==> config.mk <==
export PLATFORM = sky130hd
export DESIGN_NAME = zx_mem_top
export DESIGN_NICKNAME = d
export VERILOG_FILES = /design/src/common/zx_page_pkg.sv /design/src/hdl/cycle_decoder.sv /design/src/hdl/zx_mem_top.sv /design/src/paging/window_mapper.sv /design/src/paging/window_pager.sv
export SDC_FILE = /design/constraint.sdc
export NUM_CORES = 1
export LEC_CHECK = 0
export ABC_CLOCK_PERIOD_IN_PS = 5700
export BUFFER_PORTS_ARGS = -buffer_cell sky130_fd_sc_hd__buf_2
export CORE_MARGIN = 10
export CORE_UTILIZATION = 50
export DETAILED_ROUTE_END_ITERATION = 10
export PLACE_DENSITY = 0.8
export SYNTH_ARGS = -nofsm -noshare
export SYNTH_HDL_FRONTEND = slang
export SYNTH_HIERARCHICAL = 1
export SYNTH_SLANG_ARGS = --single-unit
==> constraint.sdc <==
create_clock -name fclk -period 5.7 [get_ports fclk]
set_input_delay 0.57 -clock fclk [delete_from_list [all_inputs] [get_ports fclk]]
set_output_delay 0.57 -clock fclk [all_outputs]
set_load 0.005 [all_outputs]
==> src/common/zx_page_pkg.sv <==
`default_nettype none

package zx_page_pkg;

	//////////////////////////////////////////////////
	// bus and memory widths
	//////////////////////////////////////////////////

	localparam int ZADDR_W    = 16;
	localparam int ZDATA_W    = 8;
	localparam int WIN_CNT    = 4;
	localparam int WIN_SEL_W  = 2;
	localparam int OFFS_W     = 14;
	localparam int PAGE_W     = 7;
	localparam int MEM_ADDR_W = PAGE_W + OFFS_W;

	// high byte of the TR-DOS entry area in the 48k ROM
	localparam logic [ZDATA_W-1:0] TRAP_HI = 8'h3D;

	//////////////////////////////////////////////////
	// page register byte
	//////////////////////////////////////////////////

	// ram view, 128 pages of 16k
	typedef struct packed {
		logic              is_ram;
		logic [PAGE_W-1:0] ram_page;
	} page_ram_t;

	// rom view, bit 0 of rom_page may be taken from dos
	typedef struct packed {
		logic              is_ram;
		logic              dos_follow;
		logic [PAGE_W-2:0] rom_page;
	} page_rom_t;

	typedef union packed {
		page_ram_t ram;
		page_rom_t rom;
	} page_word_u;

	// rom, dos_follow set, rom page 0
	localparam page_word_u PAGE_RESET = 8'h40;

endpackage

`default_nettype wire

==> src/hdl/cycle_decoder.sv <==
`timescale 1ns/1ps
`default_nettype none

module cycle_decoder #(
	parameter logic [zx_page_pkg::ZDATA_W-1:0] PAGE_PORT = 8'hF7
) (
	input  wire                                  fclk,
	input  wire                                  rst,

	input  wire                                  cyc_valid,
	output logic                                 cyc_ready,
	input  wire  [zx_page_pkg::ZADDR_W-1:0]      cyc_addr,
	input  wire  [zx_page_pkg::ZDATA_W-1:0]      cyc_wdata,
	input  wire                                  cyc_io,
	input  wire                                  cyc_wr,
	input  wire                                  cyc_m1,

	input  wire                                  fwd_ready,

	output logic [zx_page_pkg::WIN_CNT-1:0]      pg_wr,
	output zx_page_pkg::page_word_u              pg_wdata,
	output logic                                 fetch_valid,
	output logic [zx_page_pkg::WIN_SEL_W-1:0]    fetch_win,
	output logic [zx_page_pkg::ZDATA_W-1:0]      fetch_hi,

	output logic                                 fwd_valid,
	output logic [zx_page_pkg::ZADDR_W-1:0]      fwd_addr,
	output logic                                 fwd_wr,
	output logic [zx_page_pkg::ZDATA_W-1:0]      fwd_wdata
);

	import zx_page_pkg::*;

	// one-entry holding stage
	logic               st_valid;
	logic [ZADDR_W-1:0] st_addr;
	logic [ZDATA_W-1:0] st_wdata;
	logic               st_io;
	logic               st_wr;
	logic               st_m1;

	logic               rdy_en;
	logic               st_leave;
	logic               accept;
	logic               port_hit;

	//////////////////////////////////////////////////
	// stage control
	//////////////////////////////////////////////////

	// i/o cycles always leave, memory cycles wait for the mapper
	assign st_leave  = st_valid && (st_io || fwd_ready);
	assign cyc_ready = rdy_en && (!st_valid || st_leave);
	assign accept    = cyc_valid && cyc_ready;

	// ready stays low until the first edge out of reset
	always_ff @(posedge fclk)
	begin
		if (rst)
			rdy_en <= 1'b0;
		else
			rdy_en <= 1'b1;
	end

	always_ff @(posedge fclk)
	begin
		if (rst)
			st_valid <= 1'b0;
		else if (accept)
			st_valid <= 1'b1;
		else if (st_leave)
			st_valid <= 1'b0;
	end

	always_ff @(posedge fclk)
	begin
		if (accept)
		begin
			st_addr  <= cyc_addr;
			st_wdata <= cyc_wdata;
			st_io    <= cyc_io;
			st_wr    <= cyc_wr;
			st_m1    <= cyc_m1;
		end
	end

	//////////////////////////////////////////////////
	// sorting
	//////////////////////////////////////////////////

	// paging port decodes on the low address byte only
	assign port_hit = st_valid && st_io && st_wr && (st_addr[ZDATA_W-1:0] == PAGE_PORT);

	// window picked by a15:a14 of the port address
	always_comb
	begin
		pg_wr = '0;
		if (port_hit)
			pg_wr[st_addr[ZADDR_W-1 -: WIN_SEL_W]] = 1'b1;
	end

	assign pg_wdata = st_wdata;

	assign fwd_valid = st_valid && !st_io;
	assign fwd_addr  = st_addr;
	assign fwd_wr    = st_wr;
	assign fwd_wdata = st_wdata;

	// opcode fetch handed to the mapper this cycle
	assign fetch_valid = fwd_valid && fwd_ready && st_m1 && !st_wr;
	assign fetch_win   = st_addr[ZADDR_W-1 -: WIN_SEL_W];
	assign fetch_hi    = st_addr[ZADDR_W-1 -: ZDATA_W];

	// a page write leaves the stage on its own edge, so input is never held
	a_pg_wr_onehot: assert property (@(posedge fclk) disable iff (rst)
		$onehot0(pg_wr) && (pg_wr == '0 || cyc_ready))
		else $error("cycle_decoder: page write strobe not one-hot or stage held");

endmodule

`default_nettype wire

==> src/hdl/zx_mem_top.sv <==
`timescale 1ns/1ps
`default_nettype none

module zx_mem_top #(
	parameter logic [zx_page_pkg::ZDATA_W-1:0] PAGE_PORT = 8'hF7
) (
	input  wire                                  fclk,
	input  wire                                  rst,

	// bus cycles from the cpu side
	input  wire                                  cyc_valid,
	output logic                                 cyc_ready,
	input  wire  [zx_page_pkg::ZADDR_W-1:0]      cyc_addr,
	input  wire  [zx_page_pkg::ZDATA_W-1:0]      cyc_wdata,
	input  wire                                  cyc_io,
	input  wire                                  cyc_wr,
	input  wire                                  cyc_m1,

	// translated memory requests
	output logic                                 mem_valid,
	input  wire                                  mem_ready,
	output logic [zx_page_pkg::MEM_ADDR_W-1:0]   mem_addr,
	output logic                                 mem_rom,
	output logic                                 mem_wr,
	output logic [zx_page_pkg::ZDATA_W-1:0]      mem_wdata,

	output logic                                 dos
);

	import zx_page_pkg::*;

	// decoder to pagers
	logic [WIN_CNT-1:0]   pg_wr;
	page_word_u           pg_wdata;
	logic                 fetch_valid;
	logic [WIN_SEL_W-1:0] fetch_win;
	logic [ZDATA_W-1:0]   fetch_hi;

	// decoder to mapper
	logic                 fwd_valid;
	logic                 fwd_ready;
	logic [ZADDR_W-1:0]   fwd_addr;
	logic                 fwd_wr;
	logic [ZDATA_W-1:0]   fwd_wdata;

	// pagers to mapper
	page_word_u           page [WIN_CNT];
	logic [WIN_CNT-1:0]   dos_on;
	logic [WIN_CNT-1:0]   dos_off;

	cycle_decoder #(
		.PAGE_PORT(PAGE_PORT)
	) u_decoder (
		.fclk       (fclk),
		.rst        (rst),
		.cyc_valid  (cyc_valid),
		.cyc_ready  (cyc_ready),
		.cyc_addr   (cyc_addr),
		.cyc_wdata  (cyc_wdata),
		.cyc_io     (cyc_io),
		.cyc_wr     (cyc_wr),
		.cyc_m1     (cyc_m1),
		.fwd_ready  (fwd_ready),
		.pg_wr      (pg_wr),
		.pg_wdata   (pg_wdata),
		.fetch_valid(fetch_valid),
		.fetch_win  (fetch_win),
		.fetch_hi   (fetch_hi),
		.fwd_valid  (fwd_valid),
		.fwd_addr   (fwd_addr),
		.fwd_wr     (fwd_wr),
		.fwd_wdata  (fwd_wdata)
	);

	// one pager per 16k window
	for (genvar i = 0; i < WIN_CNT; i++)
	begin : g_pager
		window_pager #(
			.WIN_IDX(i)
		) u_pager (
			.fclk       (fclk),
			.rst        (rst),
			.pg_wr      (pg_wr[i]),
			.pg_wdata   (pg_wdata),
			.fetch_valid(fetch_valid),
			.fetch_win  (fetch_win),
			.fetch_hi   (fetch_hi),
			.page       (page[i]),
			.dos_on     (dos_on[i]),
			.dos_off    (dos_off[i])
		);
	end

	window_mapper u_mapper (
		.fclk     (fclk),
		.rst      (rst),
		.fwd_valid(fwd_valid),
		.fwd_ready(fwd_ready),
		.fwd_addr (fwd_addr),
		.fwd_wr   (fwd_wr),
		.fwd_wdata(fwd_wdata),
		.page     (page),
		.dos_on   (dos_on),
		.dos_off  (dos_off),
		.mem_valid(mem_valid),
		.mem_ready(mem_ready),
		.mem_addr (mem_addr),
		.mem_rom  (mem_rom),
		.mem_wr   (mem_wr),
		.mem_wdata(mem_wdata),
		.dos      (dos)
	);

endmodule

`default_nettype wire

==> src/paging/window_mapper.sv <==
`timescale 1ns/1ps
`default_nettype none

module window_mapper (
	input  wire                                  fclk,
	input  wire                                  rst,

	// memory cycles from the decoder
	input  wire                                  fwd_valid,
	output logic                                 fwd_ready,
	input  wire  [zx_page_pkg::ZADDR_W-1:0]      fwd_addr,
	input  wire                                  fwd_wr,
	input  wire  [zx_page_pkg::ZDATA_W-1:0]      fwd_wdata,

	// window state from the pagers
	input  zx_page_pkg::page_word_u              page [zx_page_pkg::WIN_CNT],
	input  wire  [zx_page_pkg::WIN_CNT-1:0]      dos_on,
	input  wire  [zx_page_pkg::WIN_CNT-1:0]      dos_off,

	// translated request
	output logic                                 mem_valid,
	input  wire                                  mem_ready,
	output logic [zx_page_pkg::MEM_ADDR_W-1:0]   mem_addr,
	output logic                                 mem_rom,
	output logic                                 mem_wr,
	output logic [zx_page_pkg::ZDATA_W-1:0]      mem_wdata,

	output logic                                 dos
);

	import zx_page_pkg::*;

	page_word_u          win_page;
	logic [PAGE_W-2:0]   rom_pg;
	logic [PAGE_W-1:0]   phys_page;
	logic                phys_rom;
	logic                load;

	//////////////////////////////////////////////////
	// translation
	//////////////////////////////////////////////////

	assign win_page = page[fwd_addr[ZADDR_W-1 -: WIN_SEL_W]];

	always_comb
	begin
		// dos picks between the two halves of a rom pair
		rom_pg = win_page.rom.rom_page;
		if (win_page.rom.dos_follow)
			rom_pg[0] = dos;

		if (win_page.ram.is_ram)
		begin
			phys_page = win_page.ram.ram_page;
			phys_rom  = 1'b0;
		end
		else
		begin
			phys_page = {1'b0, rom_pg};
			phys_rom  = 1'b1;
		end
	end

	//////////////////////////////////////////////////
	// output register
	//////////////////////////////////////////////////

	assign fwd_ready = !mem_valid || mem_ready;
	assign load      = fwd_valid && fwd_ready;

	always_ff @(posedge fclk)
	begin
		if (rst)
			mem_valid <= 1'b0;
		else if (load)
			mem_valid <= 1'b1;
		else if (mem_ready)
			mem_valid <= 1'b0;
	end

	always_ff @(posedge fclk)
	begin
		if (load)
		begin
			mem_addr  <= {phys_page, fwd_addr[OFFS_W-1:0]};
			mem_rom   <= phys_rom;
			mem_wr    <= fwd_wr;
			mem_wdata <= fwd_wdata;
		end
	end

	// dos flag, the trapping fetch was translated with the old value
	always_ff @(posedge fclk)
	begin
		if (rst)
			dos <= 1'b0;
		else if (|dos_on)
			dos <= 1'b1;
		else if (|dos_off)
			dos <= 1'b0;
	end

	a_mem_hold: assert property (@(posedge fclk) disable iff (rst)
		mem_valid && !mem_ready |=>
			mem_valid && $stable({mem_addr, mem_rom, mem_wr, mem_wdata}))
		else $error("window_mapper: request changed while stalled");

endmodule

`default_nettype wire

==> src/paging/window_pager.sv <==
`timescale 1ns/1ps
`default_nettype none

module window_pager #(
	parameter int WIN_IDX = 0
) (
	input  wire                                  fclk,
	input  wire                                  rst,

	// page register load from the decoder
	input  wire                                  pg_wr,
	input  zx_page_pkg::page_word_u              pg_wdata,

	// opcode fetch leaving the decoder
	input  wire                                  fetch_valid,
	input  wire  [zx_page_pkg::WIN_SEL_W-1:0]    fetch_win,
	input  wire  [zx_page_pkg::ZDATA_W-1:0]      fetch_hi,

	output zx_page_pkg::page_word_u              page,
	output logic                                 dos_on,
	output logic                                 dos_off
);

	import zx_page_pkg::*;

	localparam logic [WIN_SEL_W-1:0] MY_WIN = WIN_SEL_W'(WIN_IDX);

	logic fetch_hit;
	logic trap_hit;

	//////////////////////////////////////////////////
	// page register
	//////////////////////////////////////////////////

	always_ff @(posedge fclk)
	begin
		if (rst)
			page <= PAGE_RESET;
		else if (pg_wr)
			page <= pg_wdata;
	end

	//////////////////////////////////////////////////
	// dos trap detection
	//////////////////////////////////////////////////

	// fetch from this window
	assign fetch_hit = fetch_valid && (fetch_win == MY_WIN);

	// 3Dxx only matters while rom is mapped here
	assign trap_hit = fetch_hit && (fetch_hi == TRAP_HI);

	// requests use the page word before any write on this edge
	assign dos_on  = trap_hit && !page.rom.is_ram;
	assign dos_off = fetch_hit && page.ram.is_ram;

	// executing out of ram leaves dos, rom at 3Dxx enters it
	// a fetch and a page write never share an edge
	a_dos_req_excl: assert property (@(posedge fclk) disable iff (rst)
		!(dos_on && dos_off) && !(pg_wr && fetch_valid))
		else $error("window_pager %0d: dos requests clash or fetch meets page write", WIN_IDX);

endmodule

`default_nettype wire

# == Yosys cells after proc, flatten, opt, wreduce, memory -nomap -nowiden ==
# Index checks and enable logic that the tools add are counted.
# totals
out_inout_bits,34
register_bits,94
wordCells,87
# op_classes
reduce_logical,44
n_lt_le_gt_ge,3
n_bitwise,1
eq_ne,5
muxes,16
# ops
op,n
logical AND 1 bit,27
binary-select mux 8 bit (select 2 bit),1
two-way mux 8 bit,2
two-way mux 1 bit,11
equality test 8 x 6 -> 1 bit (second input constant),1
equality test 8 bit (second input constant),1
zero test 1 bit,8
OR reduction 4 bit,2
nonzero test 2 bit,3
equality test 2 bit (second input constant),2
two-way mux 4 bit,1
greater-or-equal comparator 3 bit (second input constant),1
logical OR 1 bit,3
less-than comparator 2 x 3 -> 1 bit (second input constant),1
inverter 2 -> 3 bit,1
demux 1 bit (select 2 bit),1
equality test 2 x 1 -> 1 bit (second input constant),1
greater-or-equal comparator 2 x 1 -> 1 bit (second input constant),1
zero test 2 bit,1

# == Logic depth before layout (Yosys ltp) ==
# Gate-level depths: netlist of run 1.
# logic_depth
depth_word,10
ltp_mapped,7

# == Cells and area by module ==
# The synthesis of run 1 kept the hierarchy.
# modules_own_cells
module,instances,cells_each,area_each_um2,seq_area_each_um2
window_mapper,1,55,1271.2,970.9
cycle_decoder,1,64,1094.8,850.8
window_pager (g_pager[1].u_pager ...),2,33,332.8,160.2
window_pager (g_pager[0].u_pager),1,33,331.6,160.2
window_pager (g_pager[3].u_pager),1,33,330.3,160.2

# == Worst setup path before layout of run 1 ==
# Ideal clock, no wire load.
# synth_timing
path_type,input-to-reg
start,in mem_ready
end,"reg u_decoder.st_addr[0] (netlist: u_decoder/fwd_addr[0]), enable pin"
slack_ps,3211
path_stages,3
arrival_ps,2075
t_required_ps,5286
path_buffers,0
cell_sequence,nand2b_1 > or3b_1 > nor2b_1
# synth_via
elab_chain_cells,6
# synth_lines
element,line,source
from (decl),zx_mem_top.sv:21,"input wire mem_ready,"
logical OR 1 bit,window_mapper.sv:68,assign fwd_ready = !mem_valid || mem_ready;
logical OR 1 bit,cycle_decoder.sv:52,assign st_leave = st_valid && (st_io || fwd_ready);
logical AND 1 bit,cycle_decoder.sv:52,
logical OR 1 bit,cycle_decoder.sv:53,assign cyc_ready = rdy_en && (!st_valid || st_leave);
logical AND 1 bit,cycle_decoder.sv:53,
logical AND 1 bit,cycle_decoder.sv:54,assign accept = cyc_valid && cyc_ready;
net u_decoder.accept,cycle_decoder.sv:44,logic accept;
to (signal assigned),cycle_decoder.sv:79,st_addr <= cyc_addr;
to (decl),cycle_decoder.sv:36,logic [ZADDR_W-1:0] st_addr;
# The timed path passes the listed nets, and every way through them passes these cells.
# A chain may end at the register's enable or synchronous reset.

# == Worst setup path in the final report of run 1 ==
# layout_timing
start,reg u_decoder.st_addr[14] (netlist: u_decoder/fwd_addr[14])
end,"reg u_mapper/mem_addr[14] (netlist name), data pin"
# layout_via
elab_chain_cells,6
# layout_lines
element,line,source
inverter 2 -> 3 bit (implied by the code) *,window_mapper.sv:43,assign win_page = page[fwd_addr[ZADDR_W-1 -: WIN_SEL_W]];
binary-select mux 8 bit (select 2 bit) *,window_mapper.sv:43,
two-way mux 8 bit (implied by the code) * (2 in a row),window_mapper.sv:43,
two-way mux 1 bit,window_mapper.sv:49,if (win_page.rom.dos_follow)
two-way mux 1 bit *,window_mapper.sv:52,if (win_page.ram.is_ram)
net u_mapper.phys_page[0],window_mapper.sv:35,logic [PAGE_W-1:0] phys_page;
to (signal assigned),window_mapper.sv:85,"mem_addr <= {phys_page, fwd_addr[OFFS_W-1:0]};"
to (decl),window_mapper.sv:23,"output logic [zx_page_pkg::MEM_ADDR_W-1:0] mem_addr,"
# The timed path passes the listed nets; every way through them passes the cells marked *. The select of a mux whose other input is x is not followed.

==> results of run 1 <==
[sequential cells by signal, summed over array words and instances (netlist names), 8 cells and up]
register	flops
g_pager.u_pager/page	32
u_decoder/fwd_wdata	8
u_mapper/mem_addr	21
u_decoder/fwd_addr	16
u_mapper/mem_wdata	8
[per-stage QoR]
| stage | area [um^2] | total power [uW] |
|---|---|---|
| after floorplan | 3694 | 779.3 |
| after global placement | 4018 | 792.5 |
| after detailed placement | 4018 | 794.1 |
| after CTS | 4253 | 1286 |
| after global routing | 4253 | 1318 |
| final | 4253 | 1276 |
[power by group]
group          total [uW]  internal, uW  switching, uW
Combinational        32.4          15.1           17.3
Clock                 498           286            212
Sequential            746           734           11.7
Total                1280          1030            241
[cell usage in the layout, fill, tap and decap left out, types with 3 or more instances in the layout]
cell type,instances
sky130_fd_sc_hd__nor2b_1,5
sky130_fd_sc_hd__or2_0,3
sky130_fd_sc_hd__dfxtp_1,36
sky130_fd_sc_hd__buf_2,64
sky130_fd_sc_hd__mux2i_1,28
sky130_fd_sc_hd__a21oi_1,3
sky130_fd_sc_hd__nor4_2,8
sky130_fd_sc_hd__nand3b_1,6
sky130_fd_sc_hd__buf_4,6
sky130_fd_sc_hd__edfxtp_1,58
sky130_fd_sc_hd__clkbuf_8,10
sky130_fd_sc_hd__inv_1,8
sky130_fd_sc_hd__a211o_1,4
sky130_fd_sc_hd__nor2_1,32
sky130_fd_sc_hd__nand4b_1,6
sky130_fd_sc_hd__mux4_1,6
[final timing paths]
check                    startpoint                    end  slack, ns  depth (start not counted)
min reg2reg   u_decoder/fwd_addr[3]   u_mapper/mem_addr[3]       0.45                          0
max reg2reg  u_decoder/fwd_addr[14]  u_mapper/mem_addr[14]       3.54                          3
max          u_decoder/fwd_addr[14]  u_mapper/mem_addr[14]       3.54                          3
min                     cyc_addr[3]  u_decoder/fwd_addr[3]       0.39                          1
[layout make-up]
| class | count | area [um^2] |
|---|---|---|
| Fill cell | 592 | 2962 |
| Tap cell | 99 | 123.9 |
| Clock buffer | 13 | 170.2 |
| Clock inverter | 3 | 65.06 |
| Multi-Input combinational cell | 121 | 1036 |
| Timing Repair Buffer | 70 | 365.4 |
| Sequential cell | 94 | 2462 |
| Inverter | 8 | 30.03 |
[worst register-to-register path: cells and delay by family, from the launching register on]
family,cells,cell delay (ns)
muxes,2,0.90
DFF,1,0.85
and+or+nand+nor,1,0.16
[routing by layer]
metal / up-vias / part of all wire, % / track usage [%]
met5: - / 0 / 0
li1: 1009 / - / -
met1: 978 / 44 / 14.39
met2: 56 / 49 / 18.86
met4: 0 / 2.1 / 5.222
met3: 12 / 5.1 / 3.804
[logic make-up after synthesis]
logic type,Yosys count,share of synthesized area [%]
flip-flops,94,66.67
AND/OR/NAND/NOR,77,12.47
multiplexers,37,13.48
buffers and inverters,36,6.029
AO/OA/AOI/OAI,7,1.355
==> results.txt, run 1 <==
The flow ran to the end, and the final reports show no timing, DRC or antenna violations. Setup slack on the critical path of the routed design comes to 3.540 ns. The flip-flop and latch count after synthesis is 94. The pin count of the biggest net entering global routing came out at 37. The count of flip-flops with a built-in enable after synthesis came out at 58. The type of the most critical hold path is in -> reg. The total of hold buffers inserted after clock tree synthesis is 0. The maximum vdd drop is 0.2047 mV. The core outline area came out at 0.007214 mm^2.

The post-route non-filler standard cell count came out at 408. During synthesis, Yosys emitted a total of 6 warnings. After the last flow step, the layout net total stands at approximately 340. After detailed routing, the number of vias per cell comes to 5.037. After layout, the minimum clock period comes to between 2 and 2.5 ns. The synthesis-to-layout area growth came out at 15.14%. The areal power density over the cells came out at around 300 mW/mm^2.

The aggregate negative setup slack came out at 0 ns. In this run the horizontal extent of the chip is between 100 and 150 um. The first-pass GRT wire length is 10,490 um. The number of buffers inserted by port buffering came out at 64.

The highest achievable clock rate came out at 0.4631 GHz. The total wirelength of the detailed-routed design came out at 6602 um. The number of diodes is 0. The max-cap violation count came out at 0.

The via count is 2,055. The synthesized design spends more area on one cell type than any other, namely sky130_fd_sc_hd__edfxtp_1. The count of routing violations after the opening detailed-route iteration came out at 57. STA classifies the critical path startpoint as a flop. The measured slew at the worst slew-check pin is approximately 0.76 ns. The number of endpoints with negative hold slack in the final report is 0. Dividing the detail-routed wire length by the instance count gives 16.18 um. The worst hold-check slack is 0.3893 ns. The largest delay contributor family on the critical path is multiplexers. After synthesis, the largest area contributor takes up 47.15% of total cell area. The cell area after synthesis came out at about 0.0037 mm^2. Setup repair after global routing left no endpoint under its margin. Each instance of the synthesized netlist takes up on average roughly 15 um^2. The tightest slew margin relative to the limit came out at 49.16%. The worst clock skew came out at 0.009227 ns. The die outline area is 0.01123 mm^2. Gates resized during post-CTS repair numbered 0. Traced cell by cell, the critical path runs through mux4_2 > nand2b_4 > mux2_4.

Detailed placement ended at an HPWL of 4477 um. The post-detailed-route DRC marker count is 0. The endpoint type of the worst setup path is a flop. The fraction of final layout cells with drive strength greater than 1 came out at 32.04%. Counting instances in the post-synthesis netlist gives the leading cell types as 58 x sky130_fd_sc_hd__edfxtp_1, 36 x sky130_fd_sc_hd__dfxtp_1, 32 x sky130_fd_sc_hd__nor2_1, 28 x sky130_fd_sc_hd__mux2i_1, 21 x sky130_fd_sc_hd__buf_4. The die is about 110 um tall. The number of H-tree branching levels is 3.

The clock net in this run drives a total of 94 sinks. The final weighted congestion in routability-driven placement is 0.6899. The clock insertion delay at the later pin of the skew report is ~0.35 ns. The post-placement cell count is 392. The most used flip-flop cell after synthesis is sky130_fd_sc_hd__edfxtp_1. Sequential cells were found to cover about two thirds of the synthesized design area. The placement row count is 31. The most frequent cell after synthesis is sky130_fd_sc_hd__edfxtp_1. The gate count after technology mapping came out at 251. Once detail routing completed, the nets flagged for antenna violations numbered 0. For the worst setup path, the data required time is 5.81 ns. Post-CTS timing repair inserted 0 buffers for setup. The final count of pins violating max slew is 0.

The utilization after layout is 58.95%. Global routing consumed, over all layers together, 11.82% of the routing resources. The number of global-route vias before repair came out at 2,125.

The initial antenna violation count came out at 0. The delay of the slowest critical-path stage came out at approximately 0.85 ns. The fraction of registers with async set/reset is 0%. Summed over all layers, the global routing overflow is 0.

The effective utilization at floorplan came out at 51.20%. Setup violations remaining at the end of the flow were counted as 0. No sink is reached through more buffers than the 2 on the longest clock path.

Of all nets on the critical path, the largest fanout is 19. The top-level I/O count came out at 65. The worst setup path is of the reg -> reg kind. The buffers plus inverters on the worst setup path is 0.

The number of nets produced by synthesis came out at 282. In this run the static leakage power is 0.001501 uW. The count of cell types in the netlist came out at 31.

The clock-pin slew of the registers on the worst-case setup and hold paths is ~0.09 ns. The root buffer cell chosen for the clock tree is sky130_fd_sc_hd__clkbuf_8. Data on the critical path arrives at its endpoint at 2.27 ns. Among all stages on the critical path, the largest delay is contributed by sky130_fd_sc_hd__edfxtp_1. TritonCTS built the clock tree. The post-placement worst setup slack is 3.553 ns. The portion of the clock cycle consumed by the worst path in the final layout is 37.89%. Yosys attributes the largest share of cell area to sky130_fd_sc_hd__edfxtp_1 47%, sky130_fd_sc_hd__dfxtp_1 20%, sky130_fd_sc_hd__mux2i_1 7.6%. The number of optimization iterations in the first detailed-route pass is 4. The number of buffers inserted during clock tree synthesis is 9.
(Power assumes the default switching activity.)
==> run 2, diff against run 1 <==
--- a/config.mk
+++ b/config.mk
@@ -5,7 +5,7 @@
 export SDC_FILE = /design/constraint.sdc
 export NUM_CORES = 1
 export LEC_CHECK = 0
-export ABC_CLOCK_PERIOD_IN_PS = 5700
+export ABC_CLOCK_PERIOD_IN_PS = 2200
 export BUFFER_PORTS_ARGS = -buffer_cell sky130_fd_sc_hd__buf_2
 export CORE_MARGIN = 10
 export CORE_UTILIZATION = 50
==> constraint.sdc (replaced) <==
create_clock -name fclk -period 2.2 [get_ports fclk]
set_input_delay 0.22 -clock fclk [delete_from_list [all_inputs] [get_ports fclk]]
set_output_delay 0.22 -clock fclk [all_outputs]
set_load 0.005 [all_outputs]
==> results.txt, run 2 (synthesis results as in run 1) <==
The run finished with clean final reports. The switching part of the total is 21.86%. On the critical path the largest part of the delay comes from simple AND/OR/NAND/NOR gates. The final critical delay including setup and external delays is 1.989 ns.

Setup repair after global routing left no endpoint under its margin. For this run, the slowest stage of the critical path takes 0.80 ns. The worst hold-check slack came out at 0.03777 ns.

The number of optimization iterations in the first detailed-route pass came out at 4. The largest buffer count on any clock path is 2. The end of the worst hold path is u_decoder/fwd_wdata[3]. The buffers plus inverters on the worst setup path came out at 1. The number of antenna diodes in the final layout is 0. The largest fanout on the critical path came out at 19. During placement, the flow inserted port buffers numbering between 60 and 70. From left edge to right edge, the die measures 106.0 um.

The final count of pins violating max slew is 0. The total of hold buffers inserted after clock tree synthesis came out at 0. The sum of overflow across all layers after global routing came out at 0. For the worst setup path, the data arrival time is 2.05 ns. The tool flagged a number of max-cap violations equal to 0.

The internal portion of total power came out at 2355 uW. The number of gates resized after CTS was 0. The setup path with the least slack is of type reg -> reg.

The core outline area is between 0.007 and 0.008 mm^2. The worst setup margin came out at 0.2107 ns. Registers take approximately 0.0025 mm^2. The number of global-route vias before repair came out at 2,216. The worst setup path is launched from a flop. The reg-to-reg endpoint is u_decoder/fwd_addr[5]. The tree is rooted in a sky130_fd_sc_hd__clkbuf_8.

The placement row count is 31. g_pager.u_pager/page holds more flip-flops than any other register. The number of buffers inserted during clock tree synthesis is 9. The net count of the finished layout is 338. The cell area after layout is about 0.0042 mm^2.

The area after detailed placement came out at between 0.004 and 0.005 mm^2. Setup slack on the worst reg-to-reg path comes out at 0.21 ns. The synthesis-to-layout area growth is 14.09%.

The die covers 0.01123 mm^2. Clock latency on the worst-skew pair, taken at its later pin, is 0.35 ns. The fraction of final layout cells with drive strength greater than 1 is around a third.

At the placement stage, the worst setup path has a slack of 0.1607 ns. In this run the tightest slew margin relative to its limit is between 30 and 40%. Entering global routing, the biggest net connects 37 pins.

The slowest stage of the critical path is the sky130_fd_sc_hd__nor2b_2 cell. The top cell types in the final layout, fill and taps aside, are 64 x sky130_fd_sc_hd__buf_2, 58 x sky130_fd_sc_hd__edfxtp_1, 36 x sky130_fd_sc_hd__dfxtp_1, 32 x sky130_fd_sc_hd__nor2_1, 28 x sky130_fd_sc_hd__mux2i_1. The total wirelength of the detailed-routed design is between 6000 and 7000 um. The worst register-to-register path begins at u_mapper/mem_valid.

STA classifies the critical path endpoint as a flop. Summing over every cut layer, the via total after detailed routing is 2,083. At the end of routability-driven placement, the weighted congestion stood at 0.7502.

The top-level I/O count came out at 65. Summed over all nets, the half-perimeter wirelength after detailed placement is 4671 um. The routed length per placed instance came out at 16.12 um. Once detail routing completed, the nets flagged for antenna violations numbered 0.

The clock-pin slew of the registers on the worst-case setup and hold paths is 0.09 ns. The sequential cell fraction of total power is 64.0%. The cell depth of the worst setup path came out at 4. The first-pass GRT wire length is 10,800 um. The number of endpoints with negative hold slack in the final report is 0.

The data required time at the worst endpoint came out at 2.26 ns. The effective utilization at floorplan is 51.20%. The worst min-delay path startpoint is cyc_wdata[3]. The highest achievable clock rate is 0.5027 GHz. The aggregate negative setup slack is 0 ns. The count of buffers added by post-CTS timing repair for setup is 0.

The H-tree was split into 3 levels. The post-detailed-route DRC marker count is 0. The library cell used most frequently in the layout, excluding fill and tap cells, is sky130_fd_sc_hd__buf_2. The worst clock skew came out at 0.009293 ns. The switching power is 658.6 uW. The flip-flop count of the largest register, all copies and words added came out at 32. The area of combinational cells with multiple inputs is roughly 0.0010 mm^2.

The path class of the tightest hold or removal check is in -> reg. Global routing used 12.10% of the available tracks across all layers. The number of cells on the worst reg-to-reg path is 4.

The filler cells instantiated in the layout total between 500 and 600. The power share of the combinational group came out at 3.1%. The worst hold path cell count is 1. The number of clock sinks came out at 94. The clock share of power is 33.0%. The number of vias per cell is about 5.1. The standby leakage power is 0.001478 uW. Walking the worst path, the cells encountered are nand2b_1 > or3b_1 > nor2b_2 > buf_4. The maximum vdd drop is 0.4636 mV.

The count of routing violations after the opening detailed-route iteration is 114. The TritonCTS clock tree is yes. The initial antenna violation count came out at 0. The final number of setup-violating endpoints is 0. The floorplan die height came out at 106.0 um.

After layout, the worst path uses 90.42% of the clock period. The areal power density over the cells is about 720 mW/mm^2. The measured slew at the worst slew-check pin is 0.9806 ns.
-- run 2: cell count changes in the layout (fill, tap and decap cells not counted), sizes merged --
cell	previous run	this run
bufinv	2	0
buf	70	73
clkinv	1	3
inv	8	9
clkbuf	13	9
clkinvlp	0	3
-- run 2: routing by layer --
layer	vias to the layer above	share of wire [%]	track usage, %
met1	1003	46	15.37
li1	1015	-	-
met5	-	0	0
met3	10	5.9	3.744
met4	0	2.2	6.770
met2	55	46	18.02
-- run 2: stage by stage --
stage	cells	power (uW)	util (%)
after detailed placement	395	2062	56.00
final	411	3013	58.41
after global placement	395	2058	56.00
after floorplan	251	2019	-
after CTS	411	3050	58.41
after global routing	411	3143	58.41
-- run 2: worst max path at each step --
stage / startpoint / to / slack, ns
after global routing: u_mapper/mem_valid / u_decoder/fwd_addr[8] / 0.07
final: u_mapper/mem_valid / u_decoder/fwd_addr[5] / 0.21
after floorplan: u_decoder/fwd_addr[14] / u_mapper/mem_addr[14] / 0.32
after global placement: mem_ready / u_decoder/fwd_addr[8] / 0.22
after CTS: u_mapper/mem_valid / u_decoder/fwd_addr[5] / 0.18
after detailed placement: mem_ready / u_decoder/fwd_addr[8] / 0.16
-- run 2: cell type report --
class | count | area share [%]
clock buffer | 9 | 2.939
clock inverter | 7 | 1.188
inverter | 8 | 0.7126
multi-input combinational | 121 | 24.58
sequential | 94 | 58.43
tap | 99 | 2.939
timing repair buffer | 73 | 9.204
-- run 2: power groups by stage --
stage,logic [uW],clock network (uW),registers (uW)
floorplan,61.7,0,1960
global placement,91.9,0,1970
detailed placement,93.3,0,1970
CTS,93.7,1030,1930
global route,102,1110,1930
finish,92.0,994,1930
==> run 3, diff against run 2 <==
--- a/config.mk
+++ b/config.mk
@@ -5,12 +5,13 @@
 export SDC_FILE = /design/constraint.sdc
 export NUM_CORES = 1
 export LEC_CHECK = 0
+export ABC_AREA = 1
 export ABC_CLOCK_PERIOD_IN_PS = 2200
 export BUFFER_PORTS_ARGS = -buffer_cell sky130_fd_sc_hd__buf_2
 export CORE_MARGIN = 10
 export CORE_UTILIZATION = 50
 export DETAILED_ROUTE_END_ITERATION = 10
-export PLACE_DENSITY = 0.8
+export PLACE_DENSITY = 0.79
 export SYNTH_ARGS = -nofsm -noshare
 export SYNTH_HDL_FRONTEND = slang
 export SYNTH_HIERARCHICAL = 1
==> results.txt, run 3 <==
Setup violations remaining at the end of the flow were counted as 0. The final critical delay including setup and external delays came out at 1.798 ns. The number of global-route vias before repair is between 2,000 and 3,000. The highest achievable clock rate is 0.5562 GHz.

In the routed design, unresolved DRC markers number 0. By count the netlist is led by 113 x sky130_fd_sc_hd__nand2_1, 58 x sky130_fd_sc_hd__edfxtp_1, 41 x sky130_fd_sc_hd__nor2_1, 36 x sky130_fd_sc_hd__dfxtp_1, 28 x sky130_fd_sc_hd__a21oi_2. Gates resized during post-CTS repair numbered 0. The effective utilization at floorplan is 51.05%. The maximum vdd drop came out at about 0.41 mV. The most used flip-flop cell after synthesis is sky130_fd_sc_hd__edfxtp_1.

The cell depth of the worst flop-to-flop path is 6. The utilization after layout came out at 57.48%. Summing over every cut layer, the via total after detailed routing is 2,621.

The data required time at the worst endpoint came out at 2.42 ns. Entering global routing, the biggest net connects 32 pins. The worst min-delay path startpoint is cyc_io.

For this block, the routed nets add up to 7466 um of wire. The measured slew at the worst slew-check pin is 0.7150 ns. The flip-flop count of the largest register, all copies and words added came out at 32. The final weighted congestion in routability-driven placement is slightly below 0.8. The switching power is 698.0 uW. The post-detailed-route count of antenna-violating nets came out at 0.

The combined global-route utilization of all metal layers is 13.19%. For the worst setup path, the data arrival time is 2.02 ns. The worst setup path is captured at a flop. The top cell type by total area after synthesis is sky130_fd_sc_hd__edfxtp_1. The synthesis warning total is 6. The die outline area is 0.01174 mm^2. The post-route non-filler standard cell count is between 500 and 600. The initialized floorplan defines 32 standard-cell rows. The largest fanout on the critical path came out at 13. The number of filler instances in the final layout is ~630. The initial antenna violation count is 0. The clock passes through at most 2 buffers. The synthesis-to-layout area growth is 12.60%. The worst reg-to-reg setup slack is 0.40 ns. Headroom to the max-slew limit came out at 52.33%. The cell area after synthesis is between 0.003 and 0.004 mm^2. The switching part of the total came out at 22.74%. For this design, the CTS-stage hold fixing added 0 buffers. Clock tree synthesis inserted a total of 9 buffers. The aggregate negative setup slack is 0 ns. Pin placement for this block handled 65 I/O pins. Synthesis produced a netlist whose cell count is 377. The count of buffers added by post-CTS timing repair for setup is 0. The clock network burns 32.8% of the power. The worst hold path belongs to the class in -> reg. The most common library cell in the layout ignoring fill and taps is sky130_fd_sc_hd__nand2_1. By area the synthesized netlist is led by sky130_fd_sc_hd__edfxtp_1 45%, sky130_fd_sc_hd__dfxtp_1 18%, sky130_fd_sc_hd__nand2_1 11%. The number of nets produced by synthesis came out at 408. The first global-routing pass estimated 12,390 um of wire. The run finished with clean final reports. The die span in x came out at around 110 um. In this run, synthesis inferred 58 flip-flops with an integrated enable. The share of synthesized area in the top cell type comes to 44.62%.

The sum of overflow across all layers after global routing is 0. The power share of the combinational group is 4.3%. Registers take 0.002462 mm^2.

The fraction of final layout cells with drive strength greater than 1 came out at about 30%. The worst hold path cell count is 1. The average instance area after synthesis came out at 10.35 um^2. The number of H-tree branching levels is 3. Internal power comes to 2371 uW. The number of clock sinks came out at 94. In this run the critical register-to-register path is captured at g_pager[2].u_pager/page[2]. The routed length per placed instance came out at approximately 14 um. TritonCTS built the clock tree. The number of endpoints with negative hold slack in the final report came out at 0. The floorplan die height is 108.4 um. STA classifies the critical path startpoint as a flop. The core outline area came out at 0.007647 mm^2. Leaving out fill and tap cells, the most frequent cells in the layout are 113 x sky130_fd_sc_hd__nand2_1, 64 x sky130_fd_sc_hd__buf_2, 58 x sky130_fd_sc_hd__edfxtp_1, 41 x sky130_fd_sc_hd__nor2_1, 36 x sky130_fd_sc_hd__dfxtp_1. The count of routing violations after the opening detailed-route iteration came out at 184.

Input and output buffers added on the ports amount to 64. The placed wire-length estimate after detailed placement came out at roughly 5600 um. In this run the power density over the cells is roughly 700 mW/mm^2. The number of optimization iterations in the first detailed-route pass came out at 5. The worst clock skew is approximately 0.01 ns. Among all cell types in the netlist, the one instantiated most often is sky130_fd_sc_hd__nand2_1. After clock tree synthesis, the clock-pin slew on the worst setup and hold paths is 0.09 ns. The number of vias per cell is 4.845. Per report_power, the sequential group accounts for 62.9% of the total. The max-cap violation count came out at 0. The fraction of registers with async set/reset is 0%. After synthesis, the netlist uses 25 different library cells. The net count of the finished layout came out at 465. The worst setup path is of the reg -> reg kind.

The portion of the clock cycle consumed by the worst path in the final layout came out at 81.72%. Counting flops per register, the top entry is g_pager.u_pager/page. Setup repair after global routing left no endpoint under its margin. The path with the worst hold slack has its endpoint at u_decoder/st_io. The flip-flop and latch count after synthesis is 94. The sequential cell area fraction in the yosys report came out at 63.08%. The clock insertion delay at the later pin of the skew report came out at 0.36 ns.

The post-placement cell count is between 500 and 600. The standby leakage power is 0.001672 uW. The area of combinational cells with multiple inputs is 0.001100 mm^2. The number of diodes is 0. The worst hold-check slack came out at 0.03075 ns. The final count of pins violating max slew is 0. The root buffer cell chosen for the clock tree is sky130_fd_sc_hd__clkbuf_8. In this run the critical register-to-register path is launched from u_decoder/fwd_addr[14].
-- run 3: changes by cell type after synthesis, sizes merged, moves of 10 or more --
cell   before  now
a21oi       3   36
nand2       2  114
o21ai       0   11
mux2i      28    0
nor4       10    0
inv         8   24
nor2       32   42
-- run 3: cell families (layout without fill, tap and decap cells) --
| family | after synthesis | in the layout | share of synthesized area, % |
|---|---|---|---|
| simple gates | 172 | 172 | 17.72 |
| flops | 94 | 94 | 63.08 |
| buf+inv | 57 | 119 | 9.327 |
| compound gates | 54 | 54 | 9.872 |
-- run 3: final cells by class --
| class | instances | share of cell area [%] |
|---|---|---|
| sequential | 94 | 56.02 |
| multi-input combinational | 226 | 25.02 |
| timing repair buffer | 75 | 9.166 |
| inverter | 28 | 2.960 |
| tap | 102 | 2.903 |
| clock buffer | 9 | 2.818 |
| clock inverter | 7 | 1.110 |
-- run 3: layer usage --
layer	share of wire (%)	track usage, %	vias up
met5	0	0	-
met4	2.0	6.403	0
met3	4.6	2.677	11
met2	49	21.29	71
met1	45	16.58	1198
li1	-	-	1341
-- run 3: per-stage QoR --
step                power [uW]  setup WS (ns)  area [um^2]
finish                    3069         0.4021         4395
global route              3184         0.2310         4395
CTS                       3094         0.4068         4395
detailed placement        2105         0.4245         4223
global placement          2098         0.5008         4223
floorplan                 2055         0.2146         3913
-- run 3: power by group through the flow --
| stage | clock network, uW | logic (uW) | registers, uW |
|---|---|---|---|
| after detailed placement | 0 | 134 | 1970 |
| final | 1010 | 133 | 1930 |
| after global placement | 0 | 129 | 1970 |
| after global routing | 1100 | 150 | 1940 |
| after floorplan | 0 | 94.1 | 1960 |
| after CTS | 1030 | 134 | 1930 |
-- run 3: worst max path at each step --
stage                                       from                         end  slack, ns  depth (start not counted)
after floorplan               u_mapper/mem_valid       u_decoder/fwd_addr[0]       0.21                          3
after global placement                 mem_ready                u_mapper/dos       0.50                         12
after detailed placement  u_decoder/fwd_addr[14]  g_pager[2].u_pager/page[2]       0.42                          6
after CTS                 u_decoder/fwd_addr[14]  g_pager[2].u_pager/page[2]       0.41                          6
after global routing      u_decoder/fwd_addr[14]  g_pager[2].u_pager/page[7]       0.23                          6
final                     u_decoder/fwd_addr[14]  g_pager[2].u_pager/page[2]       0.40                          6
-- run 3: critical path, cell delays in order, from the launching register on --
cell,delay (ns)
sky130_fd_sc_hd__edfxtp_1,0.57
sky130_fd_sc_hd__inv_1,0.14
sky130_fd_sc_hd__nand2_1,0.07
sky130_fd_sc_hd__nor2_1,0.53
sky130_fd_sc_hd__clkinv_4,0.17
sky130_fd_sc_hd__nand2_1,0.13
sky130_fd_sc_hd__a21oi_2,0.05
